## config.mk

```make
export PLATFORM = sky130hd
export DESIGN_NAME = tile_renderer
export DESIGN_NICKNAME = d
export VERILOG_FILES = /design/src/hdl/tile_gfx_pkg.sv /design/src/hdl/tile_renderer.sv
export VERILOG_INCLUDE_DIRS = /design/src /design/src/hdl
export SDC_FILE = /design/constraint.sdc
export NUM_CORES = 1
export LEC_CHECK = 0
export BUFFER_PORTS_ARGS = -buffer_cell sky130_fd_sc_hd__buf_2
export CORE_MARGIN = 4
export CORE_UTILIZATION = 25
export DETAILED_ROUTE_END_ITERATION = 12
export SLEW_MARGIN = 25
export SYNTH_ARGS = -nofsm -noshare
export SYNTH_HDL_FRONTEND = slang
export SYNTH_SLANG_ARGS = --single-unit
```

## constraint.sdc

```tcl
create_clock -name clk -period 2.35 [get_ports clk]
set_input_delay 0.235 -clock clk [delete_from_list [all_inputs] [get_ports clk]]
set_output_delay 0.235 -clock clk [all_outputs]
set_load 0.05 [all_outputs]
```

## src/hdl/tile_gfx_consts.svh

```systemverilog
// Reduced 64x48 raster for short simulations; bus bases are word addresses, palette entries span two words
`ifndef TILE_GFX_CONSTS_SVH
`define TILE_GFX_CONSTS_SVH

`define MPU_ADDR_WIDTH 16
`define MPU_DATA_WIDTH 16
`define RGB_DEPTH      18   // 6 bits each of red, green, blue

// Raster timing, one clock per pixel
`define H_ACTIVE 64
`define H_FRONT  4
`define H_SYNC   6
`define H_BACK   6
`define V_ACTIVE 48
`define V_FRONT  2
`define V_SYNC   2
`define V_BACK   4
`define HCOUNT_WIDTH 7
`define VCOUNT_WIDTH 7

`define TILE_SIZE 8
`define MAP_COLS  16
`define MAP_ROWS  16

// Memory map
`define REG_BASE      'h0000
`define NUM_MAIN_REGS 4
`define PAL_BASE      'h0100
`define PAL_LENGTH    512   // Two words per entry
`define MAP_BASE      'h1000
`define MAP_LENGTH    256
`define VRAM_BASE     'h4000
`define VRAM_LENGTH   2048  // 64 tiles of 32 words

// Local address widths behind the decoder
`define REG_ADDR_WIDTH  2
`define PAL_ADDR_WIDTH  8   // Palette entry, not bus word
`define PAL_BYTES       3
`define MAP_ADDR_WIDTH  8
`define VRAM_ADDR_WIDTH 11

// Register indices
`define REG_CTRL     0      // Bit 0 enables the display
`define REG_SCROLL_X 1
`define REG_SCROLL_Y 2
`define REG_BG_INDEX 3      // Used for map entries of 16'hFFFF

`define RENDER_LATENCY 4

`endif
```

## src/hdl/tile_gfx_pkg.sv

```systemverilog
// Shared bus, pixel and decode types; their widths come from the constants header
`include "tile_gfx_consts.svh"

package tile_gfx_pkg;

  typedef logic [`MPU_ADDR_WIDTH-1:0] mpu_addr_t;
  typedef logic [`MPU_DATA_WIDTH-1:0] mpu_data_t;
  typedef logic [`RGB_DEPTH-1:0]      rgb_t;   // R in the top bits

  // Target of one bus access
  typedef enum logic [2:0] {
    region_none,
    region_reg,
    region_pal,
    region_map,
    region_vram
  } mpu_region_e;

  // Where a horizontal or vertical count sits
  typedef enum logic [1:0] {
    phase_active,
    phase_front,
    phase_sync,
    phase_back
  } disp_phase_e;

endpackage

```

## src/hdl/tile_renderer.sv

```systemverilog
// Fixed four-cycle latency with no stalls; a map entry's low six bits select one of 64 tiles
`include "tile_gfx_consts.svh"

module tile_renderer import tile_gfx_pkg::*; (
  input  logic                        clk,
  input  logic                        rst,
  input  logic [`HCOUNT_WIDTH-1:0]    h_pos,
  input  logic [`VCOUNT_WIDTH-1:0]    v_pos,
  input  logic                        active,
  input  logic                        hsync,
  input  logic                        vsync,
  input  logic                        display_en,
  input  logic [`HCOUNT_WIDTH-1:0]    scroll_x,
  input  logic [`VCOUNT_WIDTH-1:0]    scroll_y,
  input  logic [7:0]                  bg_index,
  output logic [`MAP_ADDR_WIDTH-1:0]  map_addr,
  input  mpu_data_t                   map_data,
  output logic [`VRAM_ADDR_WIDTH-1:0] vram_addr,
  input  mpu_data_t                   vram_data,
  output logic [`PAL_ADDR_WIDTH-1:0]  pal_addr,
  input  logic [`PAL_BYTES*8-1:0]     pal_data,
  output logic                        vga_hsync,
  output logic                        vga_vsync,
  output logic                        vga_de,
  output rgb_t                        vga_rgb
);

  localparam int FINE_BITS = $clog2(`TILE_SIZE);
  localparam int LAST      = `RENDER_LATENCY - 1;

  // Per-stage control {display_en, vsync, hsync, active}
  logic [3:0] ctl_q [`RENDER_LATENCY];

  logic [`HCOUNT_WIDTH-1:0] scr_x;
  logic [`VCOUNT_WIDTH-1:0] scr_y;
  logic [FINE_BITS-1:0]     s1_fx;
  logic [FINE_BITS-1:0]     s1_fy;
  logic [FINE_BITS-1:0]     s2_fx;
  logic [FINE_BITS-1:0]     s2_fy;
  logic                     s3_fx0;
  logic                     s3_bg;
  logic [7:0]               s1_bg_index;
  logic [7:0]               s2_bg_index;
  logic [7:0]               s3_bg_index;
  logic                     map_bg;
  rgb_t                     pix_rgb;

  // Stage 1: scrolled position, wraps at 128 through the 7-bit sum
  assign scr_x = h_pos + scroll_x;
  assign scr_y = v_pos + scroll_y;

  always_ff @(posedge clk) begin
    map_addr    <= {scr_y[`VCOUNT_WIDTH-1:FINE_BITS], scr_x[`HCOUNT_WIDTH-1:FINE_BITS]};
    s1_fx       <= scr_x[FINE_BITS-1:0];
    s1_fy       <= scr_y[FINE_BITS-1:0];
    s1_bg_index <= bg_index;
    // Stage 2 side data, waiting on the map read
    s2_fx       <= s1_fx;
    s2_fy       <= s1_fy;
    s2_bg_index <= s1_bg_index;
    // Stage 3 side data, waiting on the VRAM read
    s3_fx0      <= s2_fx[0];
    s3_bg       <= map_bg;
    s3_bg_index <= s2_bg_index;
  end

  // Stage 2: 32 words per tile, 4 words per row, two pixels per word
  assign map_bg    = (map_data == 16'hFFFF);
  assign vram_addr = {map_data[5:0], s2_fy, s2_fx[FINE_BITS-1:1]};

  // Stage 3: left pixel sits in the low byte
  assign pal_addr = s3_bg  ? s3_bg_index :
                    s3_fx0 ? vram_data[15:8] : vram_data[7:0];

  // Stage 4: upper six bits of each channel byte
  assign pix_rgb = {pal_data[7:2], pal_data[15:10], pal_data[23:18]};

  always_ff @(posedge clk) begin
    if (rst) begin
      for (int i = 0; i < `RENDER_LATENCY; i++)
        ctl_q[i] <= '0;
      vga_de    <= 1'b0;
      vga_hsync <= 1'b0;
      vga_vsync <= 1'b0;
      vga_rgb   <= '0;
    end else begin
      ctl_q[0] <= {display_en, vsync, hsync, active};
      for (int i = 1; i < `RENDER_LATENCY; i++)
        ctl_q[i] <= ctl_q[i-1];
      vga_de    <= ctl_q[LAST][0];
      vga_hsync <= ctl_q[LAST][1];
      vga_vsync <= ctl_q[LAST][2];
      vga_rgb   <= (ctl_q[LAST][0] && ctl_q[LAST][3]) ? pix_rgb : '0;  // Blank or disabled
    end
  end

endmodule

```

==> out/metrics.cfg <==
[critical_path]
endpoint_kind = primary output
cp_max_fo = 8
cp-start-kind = register
worstPathArrival_ps = 1540
critPathLaunch = s3_fx0
required_ps = 2120
crit_type = register to primary output
reg2reg_from = ctl_q[3][0]

[outcome]
outcome = finished, final reports clean

[route]
antenna_left = 0
via_per_inst = 3.94
drt-initial-drc-count = 39
drt-total-wl_um = 5630
routed-via-count = 2025
wire_per_inst_um = 11.0
drc_errors = 0
drt_pass1_iterations = 4

[yosys]
synth.avg_cell_area_um2 = 11.8
yosys.area_share.xor_xnor = 0.0314
synth.most_common_cell = dfxtp_1
ys_seq_area_frac = 0.614
yosys-top-cells-area = dfxtp_1 61%, ha_1 5.5%, nor2b_1 4.4%, and3_1 4.2%, mux2i_1 3.0%
synthAdderAreaFrac = 0.0702
yosys_warnings = 0
synth-compound-area-share = 0.0749
synth_area_mm2 = 0.00271
yosys.area_share.simple = 0.135
yosys.area.top_type = dfxtp_1
synth-main-ff-cell = dfxtp_1
async_reset_ff_frac = 0
synthTopCellsByCount = 83 x dfxtp_1, 19 x nor2b_1, 18 x and3_1
ys_types = 29
postSynthCellCount = 229
synth.net_count = 341
synth_top_area_share = 0.614
synth.area.mux_share = 0.0296
ys_ff_latch = 83
synth_edf_count = 0
synth_top_family_by_area = simple AND/OR/NAND/NOR gates

[worst_hold_path]
holdCritPathClass = input port to register
holdCritStartpoint = hsync

[finish]
nFillCells = 1068
final_nets = 485
final_cell_count_no_fill = 514
fin_util = 0.363
stdcell_area_mm2 = 0.00378
antenna_cells = 0
area_delta_synth_final_pct = 39.5
drive_above_1_share = 0.418

[sta]
rsz0062_at_grt = no
finalCritPeriodShare = 0.754
slew_violations = 0
setup_viol_count_final = 0
fmax_mhz = 564
setup_tns_ps = 0
final.setup_skew_ps = 7.51
worst-slew-pin-transition_ps = 991
hold_viol = 0
relSlewSlack = 0.338
final.min_clock_period_ps = 1770

[cts]
cts_buffers = 9
clock_latency_ps = 340
clkTransAtPathRegs_ps = 80
cts.sinks = 83
postCtsSetupRepairBufs = 0
ctsHtreeMaxLevel = 3
cts_root_buffer = clkbuf_8
cts_tree = built
cts_buffer_depth = 2

[grt]
use_met3 = 0.0350
grtUsageMet1 = 0.104
grt-busiest-layer = met2
grt_max_degree = 20
grt_overflow = 0
grt_use_total = 0.0925
grt_pass1_vias = 2115
use_met2 = 0.156
grt_pass1_wl_um = 9410
antenna_found_initial = 0

[place]
io_buffers = 139
placed_area_mm2 = 0.00348
dpl.cell_count = 490
gp_congestion = 0.754
dp_hpwl_um = 4470

[die]
start_util = 0.260
core_mm2 = 0.0104
chipWidth_um = 112
die_height_um = 112
die_area_mm2 = 0.0126
core.rowCount = 37
boundaryPins = 146

[job]
cap_violations = 0

[power]
ir_drop_mv = 0.262
power.density_mw_per_mm2 = 832
total_power_mw = 3.14
p_leak_nw = 1.87

[placed cells by master (no fill, tap or decap), drive strengths merged, types with 4 or more instances in the layout]
cell type / n
nand2: 12
buf: 139
xnor2: 6
ha: 12
dfxtp: 83
nand4: 4
o21ai: 12
clkbuf: 10
inv: 9
nor2b: 21
mux2i: 8
dlygate4sd3: 8
a21oi: 6
and3: 18
[path summary, 6_finish.rpt]
path / cells past startpoint / endpoint / slack (ps)
hold reg to reg: 0 / s3_bg_index[5] / 330
setup / recovery: 3 / pal_addr[6] / 580
hold / removal: 2 / ctl_q[0][1] / 100
setup reg to reg: 2 / vga_rgb[1] / 920
[timing repair]
item / CTS / global route
gates resized for setup: 0 / 0
hold endpoints to repair: 8 / 0
hold buffers: 8 / 0
[report_power, final]
group          internal, mW  switching (mW)  leakage [nW]
combinational         0.184           0.344          1.08
sequential             1.50          0.0278         0.688
clock                 0.601           0.490         0.103
total                  2.28           0.862          1.87
[worst max-delay path, cell delays in order (launching register included)]
cell     delay, ps
dfxtp_1        600
mux2i_1        140
o21ai_0        170
buf_2          290
[routing by layer]
metal  up-vias  wire (um)
met5         -          0
met2        80       2690
met3         6        476
li1       1053          -
met4         0         92
met1       886       2370
[flip-flops by register name, summed over array words and instances, names as in the netlist]
signal / flops
s1_fx: 3
vga_rgb: 18
s3_bg: 1
vga_vsync: 1
vga_hsync: 1
s1_bg_index: 8
map_addr: 8
s3_fx0: 1
s2_fy: 3
s2_bg_index: 8
ctl_q: 16
vga_de: 1
s1_fy: 3
s3_bg_index: 8
s2_fx: 3
[cell type report]
class,instances,area (um2),share of cell area
Multi-Input combinational cell,124,923,0.244
Timing Repair Buffer,147,776,0.205
Sequential cell,83,1660,0.440
Clock inverter,6,88.8,0.0235
Clock buffer,10,128,0.0338
Tap cell,136,170,0.0450
Inverter,8,30.0,0.00795
[logic make-up (layout without fill, tap and decap cells)]
kind of cell    Yosys count  after routing
xor+xnor                  8              8
simple gates             62             62
mux                       8              8
compound gates           32             32
fa+ha+maj                14             14
flops                    83             83
buf+inv                  22            171
[stage by stage]
| step | hold WS (ps) | setup slack, ps |
|---|---|---|
| floorplan | 263 | 435 |
| global placement | 311 | 670 |
| detailed placement | 312 | 622 |
| CTS | 72.6 | 536 |
| global route | 74.9 | 396 |
| finish | 99.9 | 577 |
Note: power is estimated with default switching activity, not from simulation.
