--- config.mk ---
export PLATFORM = sky130hd
export DESIGN_NAME = mpu_bus_decoder
export DESIGN_NICKNAME = d
export VERILOG_FILES = /design/src/hdl/tile_gfx_pkg.sv /design/src/hdl/mpu_bus_decoder.sv
export VERILOG_INCLUDE_DIRS = /design/src /design/src/hdl
export SDC_FILE = /design/constraint.sdc
export NUM_CORES = 1
export LEC_CHECK = 0
export ABC_AREA = 1
export ABC_CLOCK_PERIOD_IN_PS = 1700
export BUFFER_PORTS_ARGS = -buffer_cell sky130_fd_sc_hd__buf_2
export CAP_MARGIN = 30
export CORE_ASPECT_RATIO = 1.5
export CORE_MARGIN = 5
export CORE_UTILIZATION = 37
export DETAILED_ROUTE_END_ITERATION = 8
export PLACE_DENSITY = 0.81
export SYNTH_ARGS = -nofsm -noshare
export SYNTH_HDL_FRONTEND = slang
export SYNTH_SLANG_ARGS = --single-unit
--- constraint.sdc ---
create_clock -name clk -period 1.7 [get_ports clk]
set_input_delay 0.17 -clock clk [delete_from_list [all_inputs] [get_ports clk]]
set_output_delay 0.17 -clock clk [all_outputs]
set_load 0.03 [all_outputs]
--- src/hdl/tile_gfx_consts.svh ---
// Reduced 64x48 raster for short simulations; bus bases are word addresses, palette entries span two words
`ifndef TILE_GFX_CONSTS_SVH
`define TILE_GFX_CONSTS_SVH

`define MPU_ADDR_WIDTH 16
`define MPU_DATA_WIDTH 16
`define RGB_DEPTH      18   // 6 bits each of red, green, blue

// Raster timing, one clock per pixel
`define H_ACTIVE 64
`define H_FRONT  4
`define H_SYNC   6
`define H_BACK   6
`define V_ACTIVE 48
`define V_FRONT  2
`define V_SYNC   2
`define V_BACK   4
`define HCOUNT_WIDTH 7
`define VCOUNT_WIDTH 7

`define TILE_SIZE 8
`define MAP_COLS  16
`define MAP_ROWS  16

// Memory map
`define REG_BASE      'h0000
`define NUM_MAIN_REGS 4
`define PAL_BASE      'h0100
`define PAL_LENGTH    512   // Two words per entry
`define MAP_BASE      'h1000
`define MAP_LENGTH    256
`define VRAM_BASE     'h4000
`define VRAM_LENGTH   2048  // 64 tiles of 32 words

// Local address widths behind the decoder
`define REG_ADDR_WIDTH  2
`define PAL_ADDR_WIDTH  8   // Palette entry, not bus word
`define PAL_BYTES       3
`define MAP_ADDR_WIDTH  8
`define VRAM_ADDR_WIDTH 11

// Register indices
`define REG_CTRL     0      // Bit 0 enables the display
`define REG_SCROLL_X 1
`define REG_SCROLL_Y 2
`define REG_BG_INDEX 3      // Used for map entries of 16'hFFFF

`define RENDER_LATENCY 4

`endif
--- src/hdl/tile_gfx_pkg.sv ---
// Shared bus, pixel and decode types; their widths come from the constants header
`include "tile_gfx_consts.svh"

package tile_gfx_pkg;

  typedef logic [`MPU_ADDR_WIDTH-1:0] mpu_addr_t;
  typedef logic [`MPU_DATA_WIDTH-1:0] mpu_data_t;
  typedef logic [`RGB_DEPTH-1:0]      rgb_t;   // R in the top bits

  // Target of one bus access
  typedef enum logic [2:0] {
    region_none,
    region_reg,
    region_pal,
    region_map,
    region_vram
  } mpu_region_e;

  // Where a horizontal or vertical count sits
  typedef enum logic [1:0] {
    phase_active,
    phase_front,
    phase_sync,
    phase_back
  } disp_phase_e;

endpackage

--- src/hdl/mpu_bus_decoder.sv ---
// Unmapped addresses drop writes and read zero; a read sampled on one edge is returned after the next
`include "tile_gfx_consts.svh"

module mpu_bus_decoder import tile_gfx_pkg::*; (
  input  logic                        clk,
  input  logic                        rst,
  input  logic                        mpu_en,
  input  logic                        mpu_rd,
  input  logic                        mpu_wr,
  input  logic [1:0]                  mpu_be,
  input  mpu_addr_t                   mpu_addr,
  input  mpu_data_t                   mpu_data_in,
  input  mpu_data_t                   reg_rdata,
  input  logic [`PAL_BYTES*8-1:0]     pal_rdata,
  input  mpu_data_t                   map_rdata,
  input  mpu_data_t                   vram_rdata,
  output logic                        reg_wr,
  output logic                        reg_rd,
  output logic [`REG_ADDR_WIDTH-1:0]  reg_addr,
  output logic [1:0]                  reg_be,
  output logic                        pal_wr,
  output logic                        pal_rd,
  output logic [`PAL_ADDR_WIDTH-1:0]  pal_addr,
  output logic [`PAL_BYTES-1:0]       pal_be,
  output logic [`PAL_BYTES*8-1:0]     pal_wdata,
  output logic                        map_wr,
  output logic                        map_rd,
  output logic [`MAP_ADDR_WIDTH-1:0]  map_addr,
  output logic [1:0]                  map_be,
  output logic                        vram_wr,
  output logic                        vram_rd,
  output logic [`VRAM_ADDR_WIDTH-1:0] vram_addr,
  output logic [1:0]                  vram_be,
  output mpu_data_t                   mpu_data_out
);

  mpu_region_e region;
  mpu_region_e rd_region;   // Target of last cycle's read
  mpu_addr_t   offset;      // Address relative to the region base
  logic        wr_cycle;
  logic        rd_cycle;
  logic        rd_odd;
  mpu_data_t   rd_data;

  function automatic logic in_range(input mpu_addr_t addr, input int unsigned base,
                                    input int unsigned length);
    return (32'(addr) >= base) && (32'(addr) < base + length);
  endfunction

  always_comb begin
    region = region_none;
    offset = '0;
    if (in_range(mpu_addr, `REG_BASE, `NUM_MAIN_REGS)) begin
      region = region_reg;
      offset = mpu_addr - mpu_addr_t'(`REG_BASE);
    end else if (in_range(mpu_addr, `PAL_BASE, `PAL_LENGTH)) begin
      region = region_pal;
      offset = mpu_addr - mpu_addr_t'(`PAL_BASE);
    end else if (in_range(mpu_addr, `MAP_BASE, `MAP_LENGTH)) begin
      region = region_map;
      offset = mpu_addr - mpu_addr_t'(`MAP_BASE);
    end else if (in_range(mpu_addr, `VRAM_BASE, `VRAM_LENGTH)) begin
      region = region_vram;
      offset = mpu_addr - mpu_addr_t'(`VRAM_BASE);
    end
  end

  assign wr_cycle = mpu_en & mpu_wr;
  assign rd_cycle = mpu_en & mpu_rd;

  assign reg_wr   = wr_cycle & (region == region_reg);
  assign reg_rd   = rd_cycle & (region == region_reg);
  assign reg_addr = offset[`REG_ADDR_WIDTH-1:0];
  assign reg_be   = mpu_be;

  // Even word carries red and green, odd word carries blue in its low byte
  assign pal_wr    = wr_cycle & (region == region_pal);
  assign pal_rd    = rd_cycle & (region == region_pal);
  assign pal_addr  = offset[`PAL_ADDR_WIDTH:1];
  assign pal_be    = offset[0] ? {mpu_be[0], 2'b00} : {1'b0, mpu_be};
  assign pal_wdata = {mpu_data_in[7:0], mpu_data_in};

  assign map_wr   = wr_cycle & (region == region_map);
  assign map_rd   = rd_cycle & (region == region_map);
  assign map_addr = offset[`MAP_ADDR_WIDTH-1:0];
  assign map_be   = mpu_be;

  assign vram_wr   = wr_cycle & (region == region_vram);
  assign vram_rd   = rd_cycle & (region == region_vram);
  assign vram_addr = offset[`VRAM_ADDR_WIDTH-1:0];
  assign vram_be   = mpu_be;

  always_comb begin
    case (rd_region)
      region_reg:  rd_data = reg_rdata;
      region_pal:  rd_data = rd_odd ? {8'h00, pal_rdata[23:16]} : pal_rdata[15:0];
      region_map:  rd_data = map_rdata;
      region_vram: rd_data = vram_rdata;
      default:     rd_data = '0;    // No read issued
    endcase
  end

  always_ff @(posedge clk) begin
    if (rst) begin
      rd_region    <= region_none;
      rd_odd       <= 1'b0;
      mpu_data_out <= '0;
    end else begin
      rd_region    <= rd_cycle ? region : region_none;
      rd_odd       <= offset[0];
      mpu_data_out <= rd_data;
    end
  end

endmodule

==> metrics.yaml <==
dieArea_um2: 7020
cts_max_path_buffers: 2
min-delay-start: "pal_rdata[8]"
rr_endpoint: "mpu_data_out[1]$_SDFF_PP0_"
clock_latency_ns: 0.25
hold_end: "mpu_data_out[8]$_SDFF_PP0_"
setup_tns_ns: 0
endpoint_kind: "output port"
min_path_cells: 3
cts_tree: "done"
synth_top_area_cell: "dfxtp_1"
synth-edff-count: 0
multi_input_area_um2: 1090
die_y_um: 100
p_total_uw: 1110
synth.avg_cell_area_um2: 6.66
timing.fmax_ghz: 0.608
htreeDepth: 1
cts_made_buffers: 3
row_count: 32
dr.pass1.iters: 4
syn-num-nets: 416
r2r_start: "rd_region[0]$_SDFF_PP0_"
worst_pin_slew_ns: 0.379
clock_sinks: 20
slew_viol_final: 0
hold_ws_ns: 0.227
dr_total_vias: 2455
grt_max_degree: 26
syn_inst: 301
reg2reg_depth: 6
ff_latch_area_um2: 400
period_needed_ns: 1.64
finalClockSkew_ns: 0.00225
ys_ff_latch: 20
maxCapViolCount: 0
ys_top_cells_by_area: "dfxtp_1, buf_4, nand4_1"
hp-class: "in2reg"
synth.cells.most_frequent: "buf_4, nor2_1, inv_1, nand2_1, nand4_1"
drc: 0
nNetsFinal: 524
netlist.area_leader.share_pct: 20.0
via_per_inst: 5.17
dpl_cell_area_um2: 2500
antenna_cells: 0
p_per_area_nw_per_um2: 406
port_buffers: 156
gp_congestion: 0.903
yosysSeqAreaShare_pct: 20.0
crit_required_ns: 1.53
crit_arrival_ns: 1.47
path_clk_slew_ns: 0.07
fin_area_um2: 2740
setup_viol: 0
regToRegSetupSlack_ns: 0.34
hold_viol_final: 0
cp-start-kind: "input pin"
start_util_pct: 38.5
dp.final_hpwl_um: 6000
grt_antenna_before_repair: 0
yosysWarnings: 0
wl_per_cell_um: 15.7
grt_first_pass_wirelength_um: 11400
fill_cells: 530
grt_overflow_total: 0
drt-initial-drc-count: 133
relSlewSlack_pct: 74.7
totalWireLength_um: 7440
netlist_area_um2: 2000
coreArea_um2: 5200
gr-usage-all-layers_pct: 19.9
yosysUniqueCellTypes: 25
crit_fanout: 7
peakVddDrop_uv: 231
status: "completed"
critPathKind: "in2out"
ioPinCount: 197
synthArstFlopShare_pct: 0
p_leak_uw: 0.00140
grt_pass1_vias: 2428
drive_gt1_share_pct: 51.6
die_width_um: 70.1
root_buffer: "clkbuf_8"
synthFlopType: "dfxtp_1"
drt.antenna.violating_nets: 0
area_growth_pct: 36.7
post-route-period-util_pct: 96.7
yosysMostFrequentCell: "buf_4"
registers in the layout (all words and copies together) (netlist names):
register	flops
mpu_data_out	16
rd_region	3
rd_odd	1
power breakdown:
group / leakage (uW) / internal (uW) / switching [uW]
clock network: 0.0000216 / 158 / 152
registers: 0.000161 / 469 / 0.576
logic: 0.00121 / 139 / 192
total: 0.00140 / 766 / 344
logic make-up (layout without fill, tap and decap cells):
kind of cell | count (synthesis) | after routing | synth area share, %
and+or+nand+nor | 146 | 146 | 38.7
buffers and inverters | 106 | 212 | 29.9
AOI/OAI and AO/OA | 25 | 25 | 8.93
adders and majority gates | 4 | 4 | 2.50
DFF | 20 | 20 | 20.0
worst max-delay path, cell delays in order:
cell and delay [ns]:
buf_6 0.10, inv_4 0.07, ha_4 0.15, nand3_4 0.08, nor2_4 0.16, nor2_4 0.06
nand2_2 0.09, inv_2 0.05, nand2_4 0.10, clkinv_8 0.09, nor2_4 0.18, buf_6 0.16
routing by layer:
| layer | wire, um | track usage [%] | vias to the layer above | share of wire, % |
|---|---|---|---|---|
| met1 | 2440 | 19.5 | 1093 | 33 |
| met5 | 0 | 0 | - | 0 |
| met3 | 770 | 4.91 | 33 | 10 |
| met4 | 304 | 10.5 | 0 | 4.1 |
| li1 | - | - | 1158 | - |
| met2 | 3930 | 37.9 | 171 | 53 |
final cells by class:
| class | instances | area share, % |
|---|---|---|
| multi-input combinational | 175 | 39.7 |
| timing repair buffer | 166 | 34.5 |
| inverter | 43 | 6.53 |
| clock buffer | 3 | 1.51 |
| sequential | 20 | 14.6 |
| tap | 68 | 3.11 |
layout by cell type (no fill, tap or decap), drive strengths merged:
cell type / synthesis / layout
inv: 43 / 42
nand3: 16 / 16
clkbuf: 3 / 3
a41oi: 11 / 11
o22ai: 5 / 5
o21bai: 1 / 1
nand2: 42 / 42
clkinv: 0 / 1
buf: 60 / 166
nand4: 33 / 33
nor2: 47 / 47
o21ai: 1 / 1
a21oi: 7 / 7
nand3b: 1 / 1
ha: 4 / 4
dfxtp: 20 / 20
nor3: 7 / 7
what timing repair did:
| item | CTS | global route |
|---|---|---|
| pin swaps | 0 | 12 |
| hold endpoints to repair | 0 | 0 |
| hold buffers | 0 | 0 |
| endpoints found under the setup margin | 10 | 26 |
| gates resized for setup | 7 | 64 |
| setup buffers | 0 | 1 |
worst max path at each step:
stage	startpoint	end	slack, ns
2_1_floorplan	mpu_addr[8]	pal_be[0]	-0.08
5_1_grt	mpu_addr[15]	map_addr[6]	-0.05
4_1_cts	mpu_addr[8]	pal_addr[0]	-0.02
3_5_place_dp	mpu_addr[8]	vram_addr[1]	-0.03
3_3_place_gp	mpu_addr[8]	vram_addr[1]	0.07
6_report	mpu_addr[9]	map_addr[6]	0.06
per-stage QoR:
step	instances	util [%]	setup slack [ns]
2_1_floorplan	301	-	-0.0798
3_5_place_dp	471	48.1	-0.0301
5_1_grt	475	52.6	-0.0474
6_report	475	52.6	0.0559
4_1_cts	474	49.2	-0.0247
3_3_place_gp	471	48.1	0.0691
Note: power is estimated with default switching activity, not from simulation.
