### src/hdl/tile_gfx_consts.svh
// Reduced 64x48 raster for short simulations; bus bases are word addresses, palette entries span two words
`ifndef TILE_GFX_CONSTS_SVH
`define TILE_GFX_CONSTS_SVH

`define MPU_ADDR_WIDTH 16
`define MPU_DATA_WIDTH 16
`define RGB_DEPTH      18   // 6 bits each of red, green, blue

// Raster timing, one clock per pixel
`define H_ACTIVE 64
`define H_FRONT  4
`define H_SYNC   6
`define H_BACK   6
`define V_ACTIVE 48
`define V_FRONT  2
`define V_SYNC   2
`define V_BACK   4
`define HCOUNT_WIDTH 7
`define VCOUNT_WIDTH 7

`define TILE_SIZE 8
`define MAP_COLS  16
`define MAP_ROWS  16

// Memory map
`define REG_BASE      'h0000
`define NUM_MAIN_REGS 4
`define PAL_BASE      'h0100
`define PAL_LENGTH    512   // Two words per entry
`define MAP_BASE      'h1000
`define MAP_LENGTH    256
`define VRAM_BASE     'h4000
`define VRAM_LENGTH   2048  // 64 tiles of 32 words

// Local address widths behind the decoder
`define REG_ADDR_WIDTH  2
`define PAL_ADDR_WIDTH  8   // Palette entry, not bus word
`define PAL_BYTES       3
`define MAP_ADDR_WIDTH  8
`define VRAM_ADDR_WIDTH 11

// Register indices
`define REG_CTRL     0      // Bit 0 enables the display
`define REG_SCROLL_X 1
`define REG_SCROLL_Y 2
`define REG_BG_INDEX 3      // Used for map entries of 16'hFFFF

`define RENDER_LATENCY 4

`endif
### src/hdl/tile_gfx_pkg.sv
// Shared bus, pixel and decode types; their widths come from the constants header
`include "tile_gfx_consts.svh"

package tile_gfx_pkg;

  typedef logic [`MPU_ADDR_WIDTH-1:0] mpu_addr_t;
  typedef logic [`MPU_DATA_WIDTH-1:0] mpu_data_t;
  typedef logic [`RGB_DEPTH-1:0]      rgb_t;   // R in the top bits

  // Target of one bus access
  typedef enum logic [2:0] {
    region_none,
    region_reg,
    region_pal,
    region_map,
    region_vram
  } mpu_region_e;

  // Where a horizontal or vertical count sits
  typedef enum logic [1:0] {
    phase_active,
    phase_front,
    phase_sync,
    phase_back
  } disp_phase_e;

endpackage

### src/hdl/main_registers.sv
// Four 16-bit control registers cleared by reset; read data appears one cycle after rd
`include "tile_gfx_consts.svh"

module main_registers import tile_gfx_pkg::*; (
  input  logic                       clk,
  input  logic                       rst,
  input  logic                       wr,
  input  logic                       rd,
  input  logic [`REG_ADDR_WIDTH-1:0] addr,
  input  logic [1:0]                 be,
  input  mpu_data_t                  data_in,
  output mpu_data_t                  data_out,
  output logic                       display_en,
  output logic [`HCOUNT_WIDTH-1:0]   scroll_x,
  output logic [`VCOUNT_WIDTH-1:0]   scroll_y,
  output logic [7:0]                 bg_index
);

  mpu_data_t regs [`NUM_MAIN_REGS];

  always_ff @(posedge clk) begin
    if (rst) begin
      for (int i = 0; i < `NUM_MAIN_REGS; i++)
        regs[i] <= '0;
      data_out <= '0;
    end else begin
      if (wr) begin
        // Byte lanes written independently
        for (int b = 0; b < 2; b++)
          if (be[b])
            regs[addr][b*8 +: 8] <= data_in[b*8 +: 8];
      end
      data_out <= rd ? regs[addr] : '0;  // Zero between reads
    end
  end

  // Fields seen by the renderer
  assign display_en = regs[`REG_CTRL][0];
  assign scroll_x   = regs[`REG_SCROLL_X][`HCOUNT_WIDTH-1:0];
  assign scroll_y   = regs[`REG_SCROLL_Y][`VCOUNT_WIDTH-1:0];
  assign bg_index   = regs[`REG_BG_INDEX][7:0];

endmodule

### config.mk
export PLATFORM = sky130hd
export DESIGN_NAME = main_registers
export DESIGN_NICKNAME = d
export VERILOG_FILES = /design/src/hdl/tile_gfx_pkg.sv /design/src/hdl/main_registers.sv
export VERILOG_INCLUDE_DIRS = /design/src /design/src/hdl
export SDC_FILE = /design/constraint.sdc
export NUM_CORES = 1
export LEC_CHECK = 0
export BUFFER_PORTS_ARGS = -buffer_cell sky130_fd_sc_hd__buf_2
export CAP_MARGIN = 25
export CORE_UTILIZATION = 38
export CTS_CLUSTER_SIZE = 12
export DETAILED_ROUTE_END_ITERATION = 8
export PLACE_DENSITY = 0.62
export SLEW_MARGIN = 5
export SYNTH_ARGS = -nofsm -noshare
export SYNTH_HDL_FRONTEND = slang
export SYNTH_SLANG_ARGS = --single-unit
### constraint.sdc
create_clock -name clk -period 1.8 [get_ports clk]
set_input_delay 0.18 -clock clk [delete_from_list [all_inputs] [get_ports clk]]
set_output_delay 0.18 -clock clk [all_outputs]
set_load 0.05 [all_outputs]
==> results of run 1 <==
-- sequential cells by signal (all words and copies together), names as in the netlist --
name / flops
regs: 64
data_out: 16
-- worst paths after layout --
kind / from / slack [ns] / cells after the start / end
max reg2reg: regs[2][1] / 0.96 / 2 / data_out[1]
min reg2reg: regs[2][7] / 0.54 / 2 / data_out[7]
max: regs[2][0] / 0.57 / 1 / scroll_y[0]
min: data_in[13] / 0.25 / 3 / regs[2][13]
-- power by group through the flow --
stage                     Sequential, mW  Clock (mW)  Combinational, mW
final                               2.16        1.36              0.620
after global routing                2.17        1.44              0.654
after CTS                           2.16        1.38              0.622
after detailed placement            2.20           0              0.620
after global placement              2.20           0              0.618
after floorplan                     2.27           0              0.420
-- logic make-up (layout without fill, tap and decap cells) --
family,count (synthesis),after routing,synth area share
AOI/OAI and AO/OA,24,24,0.06212
buffers and inverters,66,116,0.1051
muxes,32,32,0.08737
DFF,80,80,0.6116
and+or+nand+nor,73,73,0.1338
-- area by class of cell --
| class | count | area [um^2] | area share |
|---|---|---|---|
| tap | 129 | 161.4 | 0.03858 |
| multi-input combinational | 129 | 1041 | 0.2488 |
| inverter | 18 | 67.56 | 0.01615 |
| sequential | 80 | 2242 | 0.5359 |
| clock buffer | 12 | 155.1 | 0.03708 |
| clock inverter | 4 | 43.79 | 0.01047 |
| timing repair buffer | 82 | 473.0 | 0.1130 |
-- stage by stage --
| stage | total power [mW] | cell area [um^2] | instances |
|---|---|---|---|
| after floorplan | 2.687 | 3666 | 275 |
| after global placement | 2.816 | 3985 | 438 |
| after detailed placement | 2.820 | 3985 | 438 |
| after CTS | 4.157 | 4184 | 454 |
| after global routing | 4.260 | 4184 | 454 |
| final | 4.135 | 4184 | 454 |
-- layout by cell type (no fill, tap or decap) --
cell type  count
o22ai_2       10
nor3_1        16
nor2_1         1
a41o_1         2
buf_4         19
dfxtp_1       16
nor4_1        40
buf_2         62
or2_1          1
mux2i_1       32
or3b_1         1
bufinv_16      1
nor4_2         8
clkinv_2       2
nand2b_1       2
clkbuf_1       1
edfxtp_1      64
clkinv_1       1
nand2b_2       1
nand3b_1       3
o22ai_1        6
inv_1         18
buf_12         1
clkbuf_8      11
o21bai_1       6
-- per-layer routing --
metal | part of all wire | vias to the layer above | global-route usage | wire length, um
met5 | 0 | - | 0 | 0
met4 | 0.021 | 0 | 0.08027 | 167
li1 | - | 1116 | - | -
met2 | 0.45 | 71 | 0.2497 | 3618
met3 | 0.052 | 14 | 0.02368 | 418
met1 | 0.47 | 1113 | 0.2388 | 3779
==> run summary, run 1 <==
starting density of the core: 0.3949
ant diodes: 0
CP endpoint kind: output port
post-CTS setup buffers: 0
die height: 100.2 um
post-DR wirelength/cell: 17.59 um
fin util: 0.4507
die extent in x: 100.2 um
Worst VDD drop: 0.4252 mV
largest net degree at the start of global routing: 65
max-cap viol count: 0
DR iter-0 viols: 162
final worst path period share: 0.6807
fill cell count: 896
post-synth cell types: 21
CTS root buf: clkbuf_8
Worst Path Buf+Inv: 1
Slew Limit Fails: 0
wire length of the first global-routing pass: 12.35 mm
RSZ-0062 raised after global routing: false
I/O pins: 63
Final setup viols: 0
clock tree from TritonCTS: built
routed wire length: 7.984 mm
FF+latch count, synth: 80
H-tree level count: 3
crit path time final: 1.225 ns
clock power share: 0.328
port buffer count: 62
Final Skew: 0.009823 ns
f_max: 816.1 MHz
Slew headroom: 0.4723
cts bufs inserted: 9
Yosys top cell by area: edfxtp_1
CP Max Fanout: 2
hold_buf cts: 0
Syn Std Cell Area: 3666 um^2
drt first pass iters: 4
Total Neg Setup Slack: 0 ns
EDFF count, synth: 64
fraction of layout cells with a size suffix above 1: 0.3538
hpwl dp: 5.135 mm
initial antenna violation count: 0
Fin. Hold Viols: 0
Worst EP required: 1.62 ns
top cells by area, synth: edfxtp_1 52%, dfxtp_1 8.7%, mux2i_1 8.7%
commonest cells in the netlist: 64 x edfxtp_1, 40 x nor4_1, 32 x mux2i_1
Async SR Flop Fraction: 0
number of remaining DRC errors: 0
clock slew at reported path FFs: 0.09 ns
Seq pwr share: 0.522
GR Overflow Total: 0
Pint: 2.992 mW
PD cells: 988.3 nW/um^2
Place WS: 0.4064 ns
post-synth top area share: 0.5242
maximum clock path buffer count: 2
Placeable Area: 9284 um^2
Top FF cell, synth: edfxtp_1
critical path start-end classification: flip-flop to output port
vias post-DR: 2314
switching share of power: 0.2765
sequential fraction of the synthesis area: 0.6116
ANT nets after route: 0
number of global-route vias before repair: 2199
warnings from Yosys: 0
top-count cell post-synth: edfxtp_1
CTS resizes: 0
setup slack after layout: 0.5747 ns
CTS sink cnt: 80
startpoint types: flip-flop
status: complete, no violations
Rows: 35
GP Congestion: 0.7320
Overall Global Routing Usage: 0.1669
static leakage: 1.606 nW
Crit-path slowest cell: edfxtp_1
NetSw: 1.143 mW
mean post-synth cell area: 13.33 um^2
slowest stage delay, CP: 0.41 ns
CP delay by family, top: flip-flops
Cells after Synth: 275
clock latency on the worst-skew pair: 0.35 ns
WHS: 0.2480 ns
Die ar.: 10040 um^2
via/cell ratio: 5.097
Layout area overhead: 14.13%
Logic pwr share: 0.150
Arrival @ worst endpoint: 1.05 ns
syn nets: 299
crit-path cells: buf_2
worst hold path type: primary input to flip-flop
Nets: 344
Worst Max-Slew Pin Slew: 0.7906 ns
Power figures use the tool's default switching activity.
==> run 2: changes to the inputs <==
--- a/config.mk
+++ b/config.mk
@@ -11,7 +11,7 @@
 export CORE_UTILIZATION = 38
 export CTS_CLUSTER_SIZE = 12
 export DETAILED_ROUTE_END_ITERATION = 8
-export PLACE_DENSITY = 0.62
+export PLACE_DENSITY = 0.64
 export SLEW_MARGIN = 5
 export SYNTH_ARGS = -nofsm -noshare
 export SYNTH_HDL_FRONTEND = slang
==> constraint.sdc (replaced) <==
create_clock -name clk -period 1.1 [get_ports clk]
set_input_delay 0.11 -clock clk [delete_from_list [all_inputs] [get_ports clk]]
set_output_delay 0.11 -clock clk [all_outputs]
set_load 0.05 [all_outputs]
==> run 2 against run 1 <==
Effect of this change: final area increased by 9.2%; clock power grew 65%; die area unchanged; sequential power increased by 64%; setup slack lost 0.55 ns; clock-buffer cell count fell by 1; critical path depth is the same; clock skew down 0.0054 ns; combinational power rose by 90%; sequential share of layout area shrank 4.5 points; core utilization is 4.2 points higher; non-clock buffer count grew 11; critical path type unchanged; highest routed layer unchanged.
==> run summary, run 2 (synthesized netlist as in run 1, its figures left out) <==
clock latency on the worst-skew pair: 0.34 ns
Place WS: -0.1296 ns
Worst EP required: 0.99 ns
largest net degree at the start of global routing: 37
Worst path depth: 1
Worst Max-Slew Pin Slew: 0.2954 ns
max-cap viol count: 0
Largest regs: regs: 64 flops, data_out: 16 flops
port buffer count: 62
Worst Path Buf+Inv: 1
starting density of the core: 0.3949
Die ar.: 10040 um^2
Worst VDD drop: 0.7144 mV
CP Max Fanout: 2
Hold Crit Endpoint: regs[3][14]
critical path start-end classification: flip-flop to output port
status: complete, no violations
die height: 100.2 um
Rows: 35
maximum clock path buffer count: 2
clock tree from TritonCTS: built
f_max: 934.1 MHz
slowest stage delay, CP: 0.44 ns
Fin. Hold Viols: 0
DP Cell Count: 447
most frequent cells in the layout: 64 x edfxtp_1, 40 x nor4_1, 40 x buf_2, 32 x mux2i_1, 29 x buf_4
largest reg by FF count: regs
Slew headroom: 0.8026
post-DR wirelength/cell: 16.78 um
CTS root buf: clkbuf_8
hold_buf cts: 0
cts bufs inserted: 9
CTS sink cnt: 80
GR Overflow Total: 0
CP endpoint kind: output port
H-tree level count: 3
initial antenna violation count: 0
reg2reg start: regs[3][6]
DR iter-0 viols: 82
clock slew at reported path FFs: 0.08 ns
I/O pins: 63
CP delay by family, top: flip-flops
WHS: 0.1975 ns
Final Skew: 0.004456 ns
cells on worst reg2reg path: 3
vias post-DR: 2362
number of remaining DRC errors: 0
RSZ-0062 raised after global routing: true
Arrival @ worst endpoint: 0.96 ns
Overall Global Routing Usage: 0.1684
via/cell ratio: 5.080
Final setup viols: 0
die extent in x: 100.2 um
static leakage: 1.757 nW
crit-path cells: buf_6
worst r2r dst: data_out[6]
Placed Area: 4248 um^2
max FFs per register: 64
Placeable Area: 9284 um^2
hpwl dp: 5.047 mm
crit path time final: 1.071 ns
worst hold path type: primary input to flip-flop
PD cells: 1523 nW/um^2
Slew Limit Fails: 0
ant diodes: 0
Final Cell Area: 4569 um^2
wire length of the first global-routing pass: 12.64 mm
drt first pass iters: 4
fin cells: 465
R2R Setup Slk: 0.17 ns
commonest non-fill, non-tap cell in the layout: edfxtp_1
final worst path period share: 0.9733
GP Congestion: 0.7443
setup slack after layout: 0.02942 ns
routed wire length: 7.804 mm
fraction of layout cells with a size suffix above 1: 0.3899
Total Neg Setup Slack: 0 ns
HP Start: data_in[14]
startpoint types: flip-flop
ANT nets after route: 0
Layout area overhead: 24.64%
hold path depth: 3
Crit-path slowest cell: edfxtp_1
Nets: 355
number of global-route vias before repair: 2335
==> run 2: repair_timing <==
item                                    CTS  global route
gates resized for setup                  10            39
pin swaps                                 0             0
buffers inserted                          0             2
endpoints found under the setup margin    8            22
==> run 2: where the power goes <==
part           internal [mW]  total, mW  switching, mW
clock                   1.26       2.24          0.982
combinational          0.417       1.18          0.763
sequential              3.46       3.54         0.0742
total                   5.14       6.96           1.82
==> run 2: layer usage <==
metal,global-route usage,part of all wire
met1,0.2309,0.46
met4,0.05686,0.016
met5,0,0
met3,0.04248,0.062
met2,0.2608,0.46
==> run 2: final cells by class <==
cell class | count | area (um^2)
timing repair buffer | 93 | 784.5
clock inverter | 5 | 71.32
fill | 844 | 4715
sequential | 80 | 2242
multi-input combinational | 129 | 1111
tap | 129 | 161.4
inverter | 18 | 67.56
clock buffer | 11 | 131.4
==> run 2: stage by stage <==
step / util / power [mW]
after global routing: 0.4922 / 7.227
after floorplan: - / 4.444
after CTS: 0.4823 / 6.965
after global placement: 0.4575 / 4.709
after detailed placement: 0.4575 / 4.722
final: 0.4922 / 6.958
==> run 2: worst max-delay path by stage <==
stage | startpoint | to
2_1_floorplan | addr[1] | regs[0][0]
3_3_place_gp | addr[0] | regs[0][8]
3_5_place_dp | addr[0] | regs[0][8]
4_1_cts | regs[1][0] | scroll_x[0]
5_1_grt | regs[0][0] | display_en
6_report | regs[3][1] | bg_index[1]
