===== config.mk =====
export PLATFORM = sky130hd
export DESIGN_NAME = display_timing
export DESIGN_NICKNAME = d
export VERILOG_FILES = /design/src/hdl/tile_gfx_pkg.sv /design/src/hdl/display_timing.sv
export VERILOG_INCLUDE_DIRS = /design/src /design/src/hdl
export SDC_FILE = /design/constraint.sdc
export NUM_CORES = 1
export LEC_CHECK = 0
export BUFFER_PORTS_ARGS = -buffer_cell sky130_fd_sc_hd__buf_4
export CAP_MARGIN = 20
export CORE_ASPECT_RATIO = 0.7
export CORE_MARGIN = 2
export CORE_UTILIZATION = 30
export CTS_CLUSTER_DIAMETER = 60
export DETAILED_ROUTE_END_ITERATION = 10
export HOLD_SLACK_MARGIN = 0.1
export PLACE_DENSITY = 0.48
export SLEW_MARGIN = 0
export SYNTH_ARGS = -nofsm -noshare
export SYNTH_HDL_FRONTEND = slang
export SYNTH_SLANG_ARGS = --single-unit

===== constraint.sdc =====
create_clock -name clk -period 2.7 [get_ports clk]
set_input_delay 0.405 -clock clk [delete_from_list [all_inputs] [get_ports clk]]
set_output_delay 0.405 -clock clk [all_outputs]
set_load 0.05 [all_outputs]

===== src/hdl/tile_gfx_consts.svh =====
// Reduced 64x48 raster for short simulations; bus bases are word addresses, palette entries span two words
`ifndef TILE_GFX_CONSTS_SVH
`define TILE_GFX_CONSTS_SVH

`define MPU_ADDR_WIDTH 16
`define MPU_DATA_WIDTH 16
`define RGB_DEPTH      18   // 6 bits each of red, green, blue

// Raster timing, one clock per pixel
`define H_ACTIVE 64
`define H_FRONT  4
`define H_SYNC   6
`define H_BACK   6
`define V_ACTIVE 48
`define V_FRONT  2
`define V_SYNC   2
`define V_BACK   4
`define HCOUNT_WIDTH 7
`define VCOUNT_WIDTH 7

`define TILE_SIZE 8
`define MAP_COLS  16
`define MAP_ROWS  16

// Memory map
`define REG_BASE      'h0000
`define NUM_MAIN_REGS 4
`define PAL_BASE      'h0100
`define PAL_LENGTH    512   // Two words per entry
`define MAP_BASE      'h1000
`define MAP_LENGTH    256
`define VRAM_BASE     'h4000
`define VRAM_LENGTH   2048  // 64 tiles of 32 words

// Local address widths behind the decoder
`define REG_ADDR_WIDTH  2
`define PAL_ADDR_WIDTH  8   // Palette entry, not bus word
`define PAL_BYTES       3
`define MAP_ADDR_WIDTH  8
`define VRAM_ADDR_WIDTH 11

// Register indices
`define REG_CTRL     0      // Bit 0 enables the display
`define REG_SCROLL_X 1
`define REG_SCROLL_Y 2
`define REG_BG_INDEX 3      // Used for map entries of 16'hFFFF

`define RENDER_LATENCY 4

`endif

===== src/hdl/tile_gfx_pkg.sv =====
// Shared bus, pixel and decode types; their widths come from the constants header
`include "tile_gfx_consts.svh"

package tile_gfx_pkg;

  typedef logic [`MPU_ADDR_WIDTH-1:0] mpu_addr_t;
  typedef logic [`MPU_DATA_WIDTH-1:0] mpu_data_t;
  typedef logic [`RGB_DEPTH-1:0]      rgb_t;   // R in the top bits

  // Target of one bus access
  typedef enum logic [2:0] {
    region_none,
    region_reg,
    region_pal,
    region_map,
    region_vram
  } mpu_region_e;

  // Where a horizontal or vertical count sits
  typedef enum logic [1:0] {
    phase_active,
    phase_front,
    phase_sync,
    phase_back
  } disp_phase_e;

endpackage


===== src/hdl/display_timing.sv =====
// Counts start at the first active pixel after reset; hsync and vsync are active high
`include "tile_gfx_consts.svh"

module display_timing import tile_gfx_pkg::*; (
  input  logic                     clk,
  input  logic                     rst,
  output logic [`HCOUNT_WIDTH-1:0] h_pos,
  output logic [`VCOUNT_WIDTH-1:0] v_pos,
  output logic                     active,
  output logic                     hsync,
  output logic                     vsync
);

  localparam int H_TOTAL = `H_ACTIVE + `H_FRONT + `H_SYNC + `H_BACK;
  localparam int V_TOTAL = `V_ACTIVE + `V_FRONT + `V_SYNC + `V_BACK;

  disp_phase_e h_phase;
  disp_phase_e v_phase;
  logic        line_end;

  // Phase of a count within one line or one frame
  function automatic disp_phase_e phase_of(input int count, input int act_len,
                                           input int front_len, input int sync_len);
    if (count < act_len)
      return phase_active;
    else if (count < act_len + front_len)
      return phase_front;
    else if (count < act_len + front_len + sync_len)
      return phase_sync;
    else
      return phase_back;
  endfunction

  assign line_end = (h_pos == H_TOTAL - 1);

  always_ff @(posedge clk) begin
    if (rst) begin
      h_pos <= '0;
      v_pos <= '0;
    end else if (line_end) begin
      h_pos <= '0;
      if (v_pos == V_TOTAL - 1)
        v_pos <= '0;             // Frame wrap
      else
        v_pos <= v_pos + 1'b1;
    end else begin
      h_pos <= h_pos + 1'b1;
    end
  end

  assign h_phase = phase_of(int'(h_pos), `H_ACTIVE, `H_FRONT, `H_SYNC);
  assign v_phase = phase_of(int'(v_pos), `V_ACTIVE, `V_FRONT, `V_SYNC);

  assign active = (h_phase == phase_active) && (v_phase == phase_active);
  assign hsync  = (h_phase == phase_sync);
  assign vsync  = (v_phase == phase_sync);

endmodule


==> key figures, run 1 <==
Status
  • Status: complete, no violations

Timing
  • Count of final hold-check violations: 0
  • # setup viols final: 0
  • Fin. max-slew vios: 0
  • Worst Max-Slew Pin Slew: 500 ps
  • Final Skew: about 1.1 ps
  • Period minus WS final: 1920 ps
  • Slew margin rel.: approximately two thirds
  • Setup TNS Final: 0 ps
  • RSZ-0062 raised after global routing: no
  • Max Clock Freq: 0.520 GHz
  • Period utilisation layout: between 70% and 80%

CTS
  • Post-CTS Setup Bufs: 0
  • CTS sink cnt: 14
  • Hold buffers post-CTS: 0
  • Clock buffer count from CTS: 3
  • Clk_lat worst skew: ~280 ps
  • Clock-pin slew on the worst setup and hold paths: 90 ps
  • Post-cts resize count: 0
  • Clk buf depth: 2
  • H-tree level count: 1
  • Root buf cell: clkbuf_4
  • CTS tree: done

Die
  • Die area: 2650 µm²
  • Num rows: 14
  • Core area: ~2100 µm²
  • Die height: 43.7 µm
  • Die span in x: 60.7 µm
  • Top Ports: 19
  • Initial Util: 31.6%

Power and ir drop
  • Switching part of the total: 24.0%
  • Static leakage: 0.344 nW
  • Internal: ~0.30 mW
  • Combinational share of power: 7.9%
  • Clock Power Share: between 30% and 40%
  • Sequential Power Share: 54.0%
  • Worst vdd ir: 0.173 mV
  • Psw: around 0.096 mW
  • Pwr/cell area: ~450 nW/µm²

Global route
  • Vias in the first global route: between 500 and 600
  • Initial antenna violation count: 0
  • First-pass GRT wire length: 2460 µm
  • Largest net degree at the start of global routing: 16
  • Total grt overflow: 0
  • GR Util All Layers: 12.7%

Synth
  • Syn_nets: 80
  • Ys Warns: 0
  • Distinct cell type count after synthesis: 27
  • Register area share after synthesis: 41.5%
  • Mean Syn Cell Area: roughly 9 µm²
  • Mapped Area: around 680 µm²
  • Mapped Cells: between 70 and 80
  • Flops & latches, synth: 14

Detailed routing
  • DRC violations left: 0
  • Via count: 608
  • 1st-pass router iterations: 4
  • Vias per inst: 4.68
  • Total length of routed wires: 1540 µm
  • Avg WL per Cell: 11.8 µm
  • Detail Route Antenna Nets: 0
  • Detailed Route Iter0 Violations: 17

Setup path
  • CP Capture Type: output pin
  • Setup crit start kind: flop
  • Worst Path Required: ~2300 ps
  • Worst path arrival time: 1520 ps
  • Setup CP Type: flop to output pin
  • R2R depth: 5
  • CP Max Fanout: 6

Layout
  • Fraction of layout cells with a size suffix above 1: 24.5%
  • Area delta synth->final: 31.9%
  • Leading cell types in the layout, fill and taps excluded: 19 x buf_4, 14 x dfxtp_1, 7 x nor2_1
  • Nets: 103
  • Most common cell after layout, fill and taps aside: buf_4
  • Diodes inserted: 0
  • Fin util: 41.7%
  • Number of fill cells: approximately 240

Placement
  • HPWL after DPL: approximately 1100 µm
  • RePlAce Congestion: 0.800
  • IO buf count: 18

Run
  • MaxCap Viol Count: 0

Min path
  • HP Class: input pin to flop
  • Worst Hold Depth: 2
worst paths after layout:
check	from	endpoint	slack, ps
worst min-delay path	rst	v_pos[1]	410
worst max register to register	h_pos[0]	v_pos[3]	1000
worst max-delay path	v_pos[5]	vsync	780
worst min register to register	h_pos[0]	h_pos[0]	510
state kept, by name, summed over array words and instances (netlist names):
name   flops
h_pos      7
v_pos      7
cell families (layout without fill, tap and decap cells):
family	Yosys count	count (layout)	synth area share [%]
simple gates	36	36	30.2
buf+inv	1	23	0.555
compound gates	15	15	13.1
flops	14	14	41.5
xor+xnor	6	6	7.78
fa+ha+maj	2	2	3.70
mux	2	2	3.15
stage by stage:
step,std cells,hold slack [ps],total power [mW],setup WS [ps],area (µm²)
after floorplan,76,481,0.241,494,676
after global placement,126,464,0.252,1020,855
after detailed placement,126,484,0.251,1030,855
after CTS,130,394,0.407,761,891
after global routing,130,412,0.418,618,891
final,130,415,0.398,778,891
per-layer routing:
metal / GRT usage (%) / share of wire [%] / wire (µm) / up-vias
met3: 5.37 / 6.0 / 92 / 0
met1: 19.8 / 56 / 857 / 270
met2: 15.9 / 38 / 591 / 17
met5: 0 / 0 / 0 / -
li1: - / - / - / 321
met4: 2.61 / 0 / 0 / 0
synth_stat cells:
cell type / count / area [µm²]
dfxtp_1: 14 / 280
nor2_1: 7 / 26.3
o21ai_0: 6 / 30.0
a21oi_1: 5 / 25.0
nand3_1: 5 / 25.0
nand2_1: 4 / 15.0
nor3_1: 4 / 20.0
xnor2_1: 4 / 35.0
and3_1: 3 / 18.8
nor2b_1: 3 / 18.8
nor3b_1: 3 / 22.5
ha_1: 2 / 25.0
xor2_1: 2 / 17.5
a211o_1: 1 / 8.76
a211oi_1: 1 / 7.51
a32oi_1: 1 / 8.76
and2_1: 1 / 6.26
and3b_1: 1 / 8.76
clkbuf_1: 1 / 3.75
mux2_1: 1 / 11.3
mux2i_1: 1 / 10.0
nor4_1: 1 / 6.26
nor4bb_1: 1 / 10.0
o41ai_1: 1 / 8.76
or3_1: 1 / 6.26
or3b_1: 1 / 8.76
or3b_4: 1 / 11.3
power by group through the flow:
stage / combinational, mW / sequential [mW] / clock (mW)
2_1_floorplan: 0.00876 / 0.232 / 0
3_3_place_gp: 0.0327 / 0.219 / 0
3_5_place_dp: 0.0313 / 0.220 / 0
4_1_cts: 0.0314 / 0.215 / 0.161
5_1_grt: 0.0329 / 0.216 / 0.170
6_report: 0.0314 / 0.215 / 0.152
layout make-up:
cell class / count / area [µm²] / share of cell area [%]
clock buffers: 4 / 36.3 / 4.07
multi-input cells: 61 / 392 / 44.0
flip-flops and latches: 14 / 280 / 31.5
well taps: 32 / 40.0 / 4.49
repair buffers: 19 / 143 / 16.0
worst max-delay path: stages (launching register included):
cell and delay [ps]:
dfxtp_1 420, nor4bb_1 300, buf_4 180, and3b_1 150, buf_4 190
Note: power is estimated with default switching activity, not from simulation.
==> inputs of run 2 (changes only) <==
==> constraint.sdc (replaced) <==
create_clock -name clk -period 1.8 [get_ports clk]
set_input_delay 0.27 -clock clk [delete_from_list [all_inputs] [get_ports clk]]
set_output_delay 0.27 -clock clk [all_outputs]
set_load 0.05 [all_outputs]
==> key figures, run 2 (synthesized netlist as in run 1, its figures left out) <==
Detailed routing
  • 1st-pass router iterations: 4 (unchanged)
  • Detailed Route Iter0 Violations: 13 (was 17)
  • Detail Route Antenna Nets: 0 (unchanged)
  • Met2 wire len: 640 µm (was 591 µm)
  • Via count: 635 (was 608)
  • Highest metal used: met4 (was met3)
  • Total length of routed wires: 1630 µm (was 1540 µm)
  • M1 WL: 891 µm (was 857 µm)
  • Met3 WL: 75 µm (was 92 µm)
  • Vias per inst: 4.70 (was 4.68)
  • Avg WL per Cell: 12.1 µm (was 11.8 µm)
  • DRC violations left: 0 (unchanged)

Power and ir drop
  • Worst vdd ir: 0.335 mV (was 0.173 mV)
  • Switching part of the total: 24.8% (was 24.0%)
  • Internal: 0.454 mW (was 0.302 mW)
  • Overall Power: 0.603 mW (was 0.398 mW)
  • Static leakage: 0.374 nW (was 0.344 nW)
  • Clock Power Share: 38.8% (was 38.1%)
  • Psw: 0.149 mW (was 0.0956 mW)
  • Sequential Power Share: 53.4% (was 54.0%)
  • Pwr/cell area: 626 nW/µm² (was 447 nW/µm²)
  • Combinational share of power: 7.8% (was 7.9%)

Global route
  • Initial antenna violation count: 0 (unchanged)
  • Total grt overflow: 0 (unchanged)
  • First-pass GRT wire length: 2620 µm (was 2460 µm)
  • Vias in the first global route: 550 (was 517)
  • Largest net degree at the start of global routing: 16 (unchanged)
  • GR Util All Layers: 13.8% (was 12.7%)

Setup path
  • Setup CP Type: flop to output pin (unchanged)
  • Setup crit start kind: flop (unchanged)
  • Worst Path Required: 1530 ps (was 2300 ps)
  • CP Capture Type: output pin (unchanged)
  • R2R Setup Slk: 100 ps (was 1000 ps)
  • CP Max Fanout: 6 (unchanged)
  • R2R depth: 5 (unchanged)
  • Worst path arrival time: 1460 ps (was 1520 ps)

Timing
  • Period utilisation layout: 96.2%
  • Max Clock Freq: about 0.58 GHz
  • Setup ws final: 67.7 ps (was 778 ps)
  • # setup viols final: 0 (unchanged)
  • Slew margin rel.: 74.6% (was 66.6%)
  • Fin. max-slew vios: 0 (unchanged)
  • Count of final hold-check violations: 0 (unchanged)
  • Period minus WS final: ~1700 ps
  • Worst Max-Slew Pin Slew: 379 ps (was 500 ps)
  • RSZ-0062 raised after global routing: yes (was no)
  • Final Skew: 0.883 ps (was 1.15 ps)

Layout
  • Largest regs: h_pos: 7 flops, v_pos: 7 flops (unchanged)
  • Most common cell after layout, fill and taps aside: buf_4 (unchanged)
  • Leading cell types in the layout, fill and taps excluded: 23 x buf_4, 7 x dfxtp_2, 6 x nor2_1, 6 x o21ai_0, 6 x dfxtp_1 (was 19 x buf_4, 14 x dfxtp_1, 7 x nor2_1)
  • Diodes inserted: 0 (unchanged)
  • Nets: 108 (was 103)
  • Design area: 963 µm² (was 891 µm²)
  • Area delta synth->final: 42.6% (was 31.9%)
  • Multi-input logic area: 410 µm² (was 392 µm²)
  • Fraction of layout cells with a size suffix above 1: 38.8% (was 24.5%)
  • Seq. cell area: 293 µm² (was 280 µm²)
  • Number of fill cells: 243 (was 235)
  • Fin util: 45.1% (was 41.7%)

Placement
  • RePlAce Congestion: 0.673 (was 0.800)
  • Cell Area, Placed: 905 µm² (was 855 µm²)
  • HPWL after DPL: 1160 µm (was 1110 µm)
  • Pre-CTS WS: 113 ps (was 1030 ps)
  • IO buf count: 18 (unchanged)

Die
  • Top Ports: 19 (unchanged)
  • Core area: 2140 µm² (unchanged)
  • Die span in x: 60.7 µm (unchanged)
  • Initial Util: 31.6% (unchanged)
  • Num rows: 14 (unchanged)
  • Die area: 2650 µm² (unchanged)
  • Die height: 43.7 µm (unchanged)

CTS
  • Clock-pin slew on the worst setup and hold paths: 90 ps (about the same)
  • Clk buf depth: 2 (unchanged)
  • H-tree level count: 1 (unchanged)
  • Clock buffer count from CTS: 3 (unchanged)
  • CTS tree: done (unchanged)
  • Root buf cell: clkbuf_4 (unchanged)
  • CTS sink cnt: 14 (unchanged)
  • Hold buffers post-CTS: 0 (unchanged)
  • Clk_lat worst skew: 280 ps (about the same)

Run
  • MaxCap Viol Count: 0 (unchanged)

Status
  • Status: complete, no violations (unchanged)

Min path
  • Worst Hold Depth: 2 (unchanged)
  • HP Class: input pin to flop (unchanged)
run 2: timing repair:
action / CTS / global route
pin swaps: 0 / 2
gates resized for setup: 1 / 2
setup endpoints to repair: 1 / 1
setup buffers: 0 / 1
run 2: final cells by class:
cell class / count / area share (%)
multi-input combinational: 61 / 42.6
sequential: 14 / 30.4
clock buffer: 4 / 3.77
timing repair buffer: 24 / 19.1
tap: 32 / 4.16
run 2: power by group through the flow:
stage,registers (mW),clock network [mW],logic (mW)
finish,0.322,0.234,0.0473
global route,0.323,0.260,0.0499
CTS,0.323,0.242,0.0476
detailed placement,0.331,0,0.0476
global placement,0.330,0,0.0479
floorplan,0.349,0,0.0134
run 2: worst max-delay path: stages (launching register included):
cell and delay [ps]:
dfxtp_4 380, nor4bb_4 400, and3b_2 250, buf_6 150
run 2: final timing paths:
| path | from | end |
|---|---|---|
| hold / removal | rst | h_pos[6] |
| setup reg to reg | v_pos[0] | v_pos[5] |
| hold reg to reg | h_pos[0] | h_pos[0] |
| setup / recovery | v_pos[4] | vsync |
run 2: per-stage QoR:
step | instances | setup TNS (ps) | hold WS, ps
floorplan | 76 | -242 | 339
global placement | 130 | 0 | 429
detailed placement | 130 | 0 | 433
CTS | 134 | 0 | 256
global route | 135 | -11.5 | 254
finish | 135 | 0 | 261
run 2: per-layer routing:
metal / GRT usage, % / vias to the layer above
met4: 5.22 / 0
met3: 5.37 / 2
met5: 0 / -
met1: 19.5 / 285
li1: - / 336
met2: 18.9 / 12
